`config.mk`:
```
export PLATFORM = sky130hd
export DESIGN_NAME = tcb_endian_conv
export DESIGN_NICKNAME = d
export VERILOG_FILES = /design/src/hw/tcb_pkg.sv /design/src/hw/tcb_align_check.sv /design/src/hw/tcb_lane_steer.sv /design/src/hw/tcb_endian_conv.sv
export VERILOG_INCLUDE_DIRS = /design/src /design/src/hw
export SDC_FILE = /design/constraint.sdc
export NUM_CORES = 1
export LEC_CHECK = 0
export BUFFER_PORTS_ARGS = -buffer_cell sky130_fd_sc_hd__buf_2
export CAP_MARGIN = 25
export CORE_MARGIN = 1
export CORE_UTILIZATION = 46
export CTS_CLUSTER_DIAMETER = 120
export DETAILED_ROUTE_END_ITERATION = 10
export PLACE_DENSITY = 0.89
export SKIP_LAST_GASP = 1
export SYNTH_ARGS = -nofsm -noshare
export SYNTH_HDL_FRONTEND = slang
export SYNTH_SLANG_ARGS = --single-unit
```
`constraint.sdc`:
```
create_clock -name clk -period 6.8 [get_ports clk]
set_input_delay 1.36 -clock clk [delete_from_list [all_inputs] [get_ports clk]]
set_output_delay 1.36 -clock clk [all_outputs]
set_load 0.01 [all_outputs]
```
`src/hw/tcb_conv_consts.svh`:
```
// TCB converter constants
// bus geometry and memory depth for the reference to memory
// converter and its byte-enabled memory

`ifndef TCB_CONV_CONSTS_SVH
`define TCB_CONV_CONSTS_SVH

////////////////////
// bus geometry
////////////////////

// byte address width
`define TCB_ADR_W 16
// bytes per bus word
`define TCB_BEW 4
// bits per byte
`define TCB_SLW 8
// byte offset within a word, log2 of TCB_BEW
`define TCB_OFS_W 2

////////////////////
// memory
////////////////////

// depth in words
`define TCB_MEM_WORDS 256

`endif

```
`src/hw/tcb_pkg.sv`:
```
// TCB converter package
// vector types with a meaning and the request and response
// structs shared by the converter, the memory and the testbench

`include "tcb_conv_consts.svh"

package tcb_pkg;

  ////////////////////
  // vector types
  ////////////////////

  // byte address
  typedef logic [`TCB_ADR_W-1:0] adr_t;
  // bus data word, little end in the low byte
  typedef logic [`TCB_BEW*`TCB_SLW-1:0] dat_t;
  // byte enables, one per lane
  typedef logic [`TCB_BEW-1:0] ben_t;
  // log2 of transfer bytes, 3 is illegal
  typedef logic [1:0] siz_t;
  // byte offset within a word
  typedef logic [`TCB_OFS_W-1:0] ofs_t;

  ////////////////////
  // structs
  ////////////////////

  // reference mode request from the manager
  // data always sits in the low bytes
  typedef struct packed {
    logic wen;
    logic ndn;
    siz_t siz;
    adr_t adr;
    dat_t wdt;
  } tcb_req_t;

  // memory mode request, data on its own lanes
  typedef struct packed {
    logic wen;
    adr_t adr;
    ben_t ben;
    dat_t wdt;
  } tcb_mreq_t;

  // response, one cycle after the request
  typedef struct packed {
    dat_t rdt;
    logic err;
  } tcb_rsp_t;

endpackage

```
`src/hw/tcb_align_check.sv`:
```
// TCB alignment check
// flags accesses whose size does not fit the low address bits
// and forms the word-aligned address for the memory

`timescale 1ns/1ns

`include "tcb_conv_consts.svh"

module tcb_align_check
  import tcb_pkg::*;
(
  input  tcb_req_t req,
  output logic     mal,
  output adr_t     adr
);

  ////////////////////
  // misalignment
  ////////////////////

  // same decode for reads and writes
  always_comb begin
    case (req.siz)
      // single byte fits anywhere
      2'd0:    mal = 1'b0;
      // half word needs an even address
      2'd1:    mal = req.adr[0];
      // full word needs offset zero
      2'd2:    mal = |req.adr[1:0];
      // siz 3 would exceed the bus width
      default: mal = 1'b1;
    endcase
  end

  ////////////////////
  // aligned address
  ////////////////////

  // clear the offset bits, the lanes carry the offset instead
  assign adr = {req.adr[`TCB_ADR_W-1:`TCB_OFS_W], ofs_t'(0)};

endmodule

```
`src/hw/tcb_lane_steer.sv`:
```
// TCB write lane steering
// moves reference-order write bytes onto memory lanes in little
// or big endian order and sets the byte enables of covered lanes

`timescale 1ns/1ns

`include "tcb_conv_consts.svh"

module tcb_lane_steer
  import tcb_pkg::*;
(
  input  tcb_req_t req,
  output ben_t     ben,
  output dat_t     wdt
);

  // byte views of the data words
  logic [`TCB_BEW-1:0][`TCB_SLW-1:0] ref_b;
  logic [`TCB_BEW-1:0][`TCB_SLW-1:0] lane_b;

  // transfer byte count, one bit wider than the offset
  logic [`TCB_OFS_W:0] cnt;
  // byte offset from the request address
  ofs_t ofs;

  assign ref_b = req.wdt;
  assign ofs   = req.adr[`TCB_OFS_W-1:0];

  // 2**siz, illegal siz treated as a full word
  // (such a request never reaches the memory anyway)
  always_comb begin
    case (req.siz)
      2'd0:    cnt = 3'd1;
      2'd1:    cnt = 3'd2;
      default: cnt = 3'd4;
    endcase
  end

  ////////////////////
  // lane multiplexer
  ////////////////////

  always_comb begin
    ofs_t rel;
    ofs_t sel;
    for (int i = 0; i < `TCB_BEW; i++) begin
      // lane position relative to the first covered lane
      rel = ofs_t'(i) - ofs;
      // little endian keeps order, big endian reverses it
      if (req.ndn) begin
        sel = ofs_t'(cnt - {1'b0, rel} - 3'd1);
      end else begin
        sel = rel;
      end
      lane_b[i] = ref_b[sel];
      // enable lanes ofs to ofs+cnt-1
      ben[i] = ({1'b0, rel} < cnt);
    end
  end

  assign wdt = lane_b;

endmodule

```
`src/hw/tcb_endian_conv.sv`:
```
// TCB reference to memory mode converter
// checks alignment, steers write lanes, drops misaligned requests
// and puts read data back into reference order one cycle later

`timescale 1ns/1ns

`include "tcb_conv_consts.svh"

module tcb_endian_conv
  import tcb_pkg::*;
(
  input  logic      clk,
  input  logic      reset,
  // manager side, reference mode
  input  logic      vld,
  input  tcb_req_t  req,
  output tcb_rsp_t  rsp,
  // memory side, memory mode
  output logic      mvld,
  output tcb_mreq_t mreq,
  input  dat_t      mrsp_rdt
);

  // response context kept for the data phase
  typedef struct packed {
    logic wen;
    logic ndn;
    siz_t siz;
    ofs_t ofs;
  } ctx_t;

  // results of the two request-side blocks
  logic mal;
  adr_t adr_aln;
  ben_t ben_lane;
  dat_t wdt_lane;

  // registered context
  logic ctx_vld;
  logic ctx_err;
  ctx_t ctx;

  ////////////////////
  // request path
  ////////////////////

  // both blocks look at the same request in parallel
  tcb_align_check u_align (
    .req (req),
    .mal (mal),
    .adr (adr_aln)
  );

  tcb_lane_steer u_steer (
    .req (req),
    .ben (ben_lane),
    .wdt (wdt_lane)
  );

  // misaligned access never reaches the memory
  assign mvld = vld & ~mal;

  assign mreq.wen = req.wen;
  assign mreq.adr = adr_aln;
  assign mreq.ben = ben_lane;
  assign mreq.wdt = wdt_lane;

  ////////////////////
  // response context
  ////////////////////

  // valid and error flags
  always_ff @(posedge clk) begin
    if (reset) begin
      ctx_vld <= 1'b0;
      ctx_err <= 1'b0;
    end else begin
      ctx_vld <= vld;
      ctx_err <= vld & mal;
    end
  end

  // access shape, only meaningful next to ctx_vld
  always_ff @(posedge clk) begin
    if (vld) begin
      ctx.wen <= req.wen;
      ctx.ndn <= req.ndn;
      ctx.siz <= req.siz;
      ctx.ofs <= req.adr[`TCB_OFS_W-1:0];
    end
  end

  ////////////////////
  // read data unsteer
  ////////////////////

  logic [`TCB_BEW-1:0][`TCB_SLW-1:0] mem_b;
  logic [`TCB_BEW-1:0][`TCB_SLW-1:0] ref_b;

  assign mem_b = mrsp_rdt;

  always_comb begin
    logic [`TCB_OFS_W:0] cnt;
    ofs_t rel;
    ofs_t lane;
    case (ctx.siz)
      2'd0:    cnt = 3'd1;
      2'd1:    cnt = 3'd2;
      default: cnt = 3'd4;
    endcase
    for (int j = 0; j < `TCB_BEW; j++) begin
      // reverse of the write mapping
      if (ctx.ndn) begin
        rel = ofs_t'(cnt - 3'(j) - 3'd1);
      end else begin
        rel = ofs_t'(j);
      end
      lane = ctx.ofs + rel;
      // bytes beyond the transfer size read as zero
      if (3'(j) < cnt) begin
        ref_b[j] = mem_b[lane];
      end else begin
        ref_b[j] = '0;
      end
    end
  end

  // only a good read returns data
  assign rsp.rdt = (ctx_vld & ~ctx_err & ~ctx.wen) ? dat_t'(ref_b) : '0;
  assign rsp.err = ctx_err;

endmodule

```
## Word level (Yosys, flattened, before mapping)

Cells that the tools add are included.

| operators by class | value |
|---|---|
| add/subtract/negate cells | 22 |
| order comparisons | 16 |
| eq/ne operators | 3 |
| mux-type cells | 32 |
| bitwise logic cells | 7 |
| reductions and logical operators | 3 |

Operator list:

| kind | number |
|---|---|
| binary-select mux 8 bit (select 2 bit) | 8 |
| 2-to-1 mux 8 bit | 12 |
| 2-to-1 mux 32 bit | 1 |
| < comparator 2 x 3 -> 1 bit, second input constant | 8 |
| 2-to-1 mux 2 bit | 8 |
| subtractor 2 x 1 -> 2 bit, second input constant | 8 |
| < comparator 2 x 3 -> 1 bit | 4 |
| one-hot mux 3 bit (2 select lines) | 2 |
| adder 2 bit | 4 |
| subtractor 2 bit | 4 |
| < comparator 1 x 3 -> 1 bit, first input constant | 2 |
| < comparator 2 x 3 -> 1 bit, first input constant | 2 |
| bitwise AND 1 bit | 4 |
| equality test 2 x 1 -> 1 bit, second input constant | 2 |
| logical NOT 2 bit | 2 |
| subtractor 1 x 2 -> 2 bit, first input constant | 2 |
| subtractor 2 bit, first input constant | 2 |
| subtractor 2 bit, second input constant | 2 |
| NOT 1 bit | 3 |
| one-hot mux 1 bit (3 select lines) | 1 |
| equality test 2 bit, second input constant | 1 |
| OR reduction 2 bit | 1 |

| word-level totals | value |
|---|---|
| register bits | 8 |
| bits of input ports | 87 |
| output and inout bits | 87 |
| logic and storage cells | 89 |

## Longest topological paths before layout

| depth | value |
|---|---|
| depth in word-level cells | 10 |
| depth in mapped cells | 9 |
| mapped depth without buffers | 8 |

## Cells and area by module

Synthesis repeated with hierarchy kept, for this count alone.

| second synthesis, totals | value |
|---|---|
| cells, all modules | 247 |
| area, all modules | 2418.6 um^2 |

Modules (own cells, without submodules):

| module | instances | cells an instance | area an instance (um^2) | sequential area each (um^2) |
|---|---|---|---|---|
| tcb_endian_conv | 1 | 143 | 1197.4 | 220.2 |
| tcb_lane_steer | 1 | 84 | 1083.5 | 0.0 |
| tcb_align_check | 1 | 20 | 137.6 | 0.0 |

## Worst setup path after synthesis

OpenSTA, ideal clock, no wires.

| path | value |
|---|---|
| kind | input to output |
| from | input req[49] in the netlist's numbering |
| to | output mreq[10] in the netlist's numbering |
| arrival time | 2.979 ns |
| required time | 5.440 ns |
| setup slack | 2.461 ns |
| cell stages on the path | 6 |
| path buffers | 1 |
| path through | nand2b_1 ha_1 xnor2_1 mux2i_2 buf_4 mux2i_1 |

RTL lines:

| what | line | RTL |
|---|---|---|
| start: declaration | tcb_endian_conv.sv:16 | `input tcb_req_t req,` |
| end: declaration | tcb_endian_conv.sv:20 | `output tcb_mreq_t mreq,` |

==> results.py <==
metrics = {
    "layout": {
        "fin_nets": 478,
        "antenna_cells": 0,
        "fillers": 426,
        "fin_area_mm2": 0.00304,
        "drive_gt1_share_pct": 52.9,
        "syn_to_final_growth_pct": 25.3,
    },
    "floorplan": {
        "num_rows": 26,
        "ios": 174,
        "initial_utilization_pct": 47.5,
        "dieHeight_um": 74.6,
        "fp.dieW_um": 74.6,
        "fp.dieArea_mm2": 0.00557,
        "core-area_mm2": 0.00511,
    },
    "worst_hold_path": {
        "whs_endpoint": "ctx_vld",
        "hold_depth": 2,
        "min_path_type": "primary input to register",
        "hp-start": "reset",
    },
    "logic_synthesis": {
        "synthArstFlopShare_pct": 0,
        "yosysSeqAreaShare_pct": 9.08,
        "synth_edf_count": 6,
        "yosys_warnings": 0,
        "ys_top_cells_by_area": "mux2i_1 (17%), mux4_2 (15%), mux2_2 (11%)",
        "yosysTopAreaCell": "mux2i_1",
        "synth_cells": 262,
        "ys_types": 37,
        "avgSynthCellArea_um2": 9.26,
        "synth_top_area_share_pct": 16.5,
        "syn-cell-area_mm2": 0.00243,
        "synth_ff_type": "edfxtp_1",
        "synth_seq_cells": 8,
        "synth_common_cells": "mux2i_1 (40), nor3_1 (32), mux2_2 (24)",
        "synth_most_common_cell": "mux2i_1",
    },
    "critical_path": {
        "crit_path_max_fanout": 8,
        "critical_path_class": "primary input to output port",
        "cp-end-kind": "output port",
        "crit_chain": "buf_2 -> inv_1 -> ha_1 -> inv_1 -> ha_1 -> xnor2_1 -> a21oi_2 -> mux4_2 -> buf_2",
        "critPathRequiredTime_ns": 5.44,
        "arrival_ns": 3.43,
        "cp_slowest_stage_delay_ns": 0.44,
        "cp_num_buf_inv": 4,
        "crit_slowest_cell": "a21oi_2",
        "path_delay_family": "adder cells",
        "crit_path_start_kind": "primary input",
    },
    "drt": {
        "drt_wl_total_mm": 6.80,
        "drtAntennaViolNets": 0,
        "detail_route.wl_per_cell_um": 15.2,
        "drtIter0Drc": 142,
        "vias": 2545,
        "drc": 0,
        "detail_route.vias_per_cell": 5.68,
        "first_pass_iters": 4,
    },
    "sta": {
        "worstMarginPinSlew_ns": 0.736,
        "slew_viol_final": 0,
        "fmax_mhz": 209,
        "fin_setup_tns_ns": 0,
        "final.period_utilization_pct": 70.4,
        "setup_viol": 0,
        "final_hold_viol_count": 0,
        "rsz0062_at_grt": "false",
        "min_period_ns": 4.79,
        "relSlewSlack_pct": 51.0,
    },
    "clock_network": {
        "cts_tree": "done",
        "post_cts_buffers": 0,
        "cts_root_buf": "clkbuf_8",
        "cts.hold.buffers_added": 0,
        "cts_buffer_depth": 2,
        "cts_resized": 0,
        "htreeDepth": 1,
        "cts_sinks": 8,
        "numCtsBuffers": 3,
        "clk_pin_slew_ns": 0.04,
    },
    "grt": {
        "antenna_found_initial": 0,
        "grt_overflow": 0,
        "grt.total_usage_pct": 22.5,
        "grt_pass1_wl_mm": 9.72,
        "grt_pass1_vias": 2229,
        "grt_max_degree": 17,
    },
    "pwr": {
        "vdd.ir_drop.worst_v": 0.0000701,
        "powerDensity_mw_per_mm2": 150,
        "power_leakage_nw": 1.53,
    },
    "outcome": {
        "status": "completed",
    },
    "placed_design": {
        "dp_hpwl_mm": 5.53,
        "place_congestion": 0.831,
        "io_buffers": 143,
        "placed_cell_area_mm2": 0.00299,
    },
    "flow_run": {
        "drv_cap": 0,
    },
}
## report_power, final
part	switching (W)	internal, W
combinational	0.000182	0.000154
clock	0.0000182	0.0000406
sequential	0.00000239	0.0000567
## layout make-up
type,count,area (um^2),share of cell area (%)
repair buffers,146,738,24.3
inverters,4,15.0,0.494
multi-input cells,216,1930,63.6
flip-flops and latches,8,220,7.25
well taps,70,87.6,2.88
clock buffers,4,45.0,1.48
## logic make-up after synthesis
family                   count (synthesis)  share of synthesized area, %
multiplexers                            83                          44.2
AO/OA/AOI/OAI                           41                          11.4
other                                    1                         0.155
adder cells (fa/ha/maj)                 12                          6.19
AND/OR/NAND/NOR                         71                          14.0
buffers and inverters                   39                          11.4
XOR/XNOR                                 7                          3.46
flip-flops                               8                          9.08
## per-stage QoR
stage               power [W]  hold slack [ns]  setup WS [ns]  util, %  std cells
finish               0.000455             1.30           2.01     59.5        448
global route         0.000487             1.31           1.89     59.5        448
CTS                  0.000453             1.30           2.01     59.4        447
detailed placement   0.000391             1.54           2.01     58.5        443
global placement     0.000382             1.53           2.11     58.5        443
floorplan            0.000311             1.44           2.46        -        263
## sequential cells by signal (all words and copies together) (netlist names)
name,count
ctx,6
ctx_vld,1
ctx_err,1
## layer usage
| layer | vias up | global-route usage [%] | part of all wire, % |
|---|---|---|---|
| li1 | 1204 | - | - |
| met4 | 0 | 6.08 | 1.0 |
| met3 | 6 | 3.88 | 8.3 |
| met5 | - | 0 | 0 |
| met2 | 159 | 45.0 | 53 |
| met1 | 1176 | 24.0 | 38 |
## placed cells by master (no fill, tap or decap)
cell / count
xor2_2: 2
mux2_2: 24
mux2_4: 1
edfxtp_1: 6
inv_1: 4
or2_2: 1
mux2i_1: 40
a211oi_1: 14
clkbuf_1: 1
nor2_1: 20
a211oi_2: 2
o21bai_1: 4
xnor2_1: 2
a21oi_1: 17
nand2b_1: 4
nand2_1: 5
clkbuf_8: 3
nor2b_1: 5
xor2_1: 2
a21oi_2: 2
buf_2: 143
ha_1: 12
conb_1: 2
dfxtp_1: 2
nand3_1: 1
mux2i_2: 2
and3_1: 1
a21o_1: 1
buf_4: 3
mux4_2: 16
xnor2_2: 1
a22oi_1: 1
and2_1: 2
nor3_1: 32
## how the worst max path moves through the flow
stage / start / endpoint / slack, ns / cells after the start
4_1_cts: req[32] / mreq[22] / 2.01 / 9
3_5_place_dp: req[32] / mreq[22] / 2.01 / 9
6_report: req[32] / mreq[22] / 2.01 / 9
2_1_floorplan: req[49] / mreq[10] / 2.46 / 6
5_1_grt: req[32] / mreq[17] / 1.89 / 9
3_3_place_gp: req[32] / mreq[17] / 2.11 / 9
(Power assumes the default switching activity.)
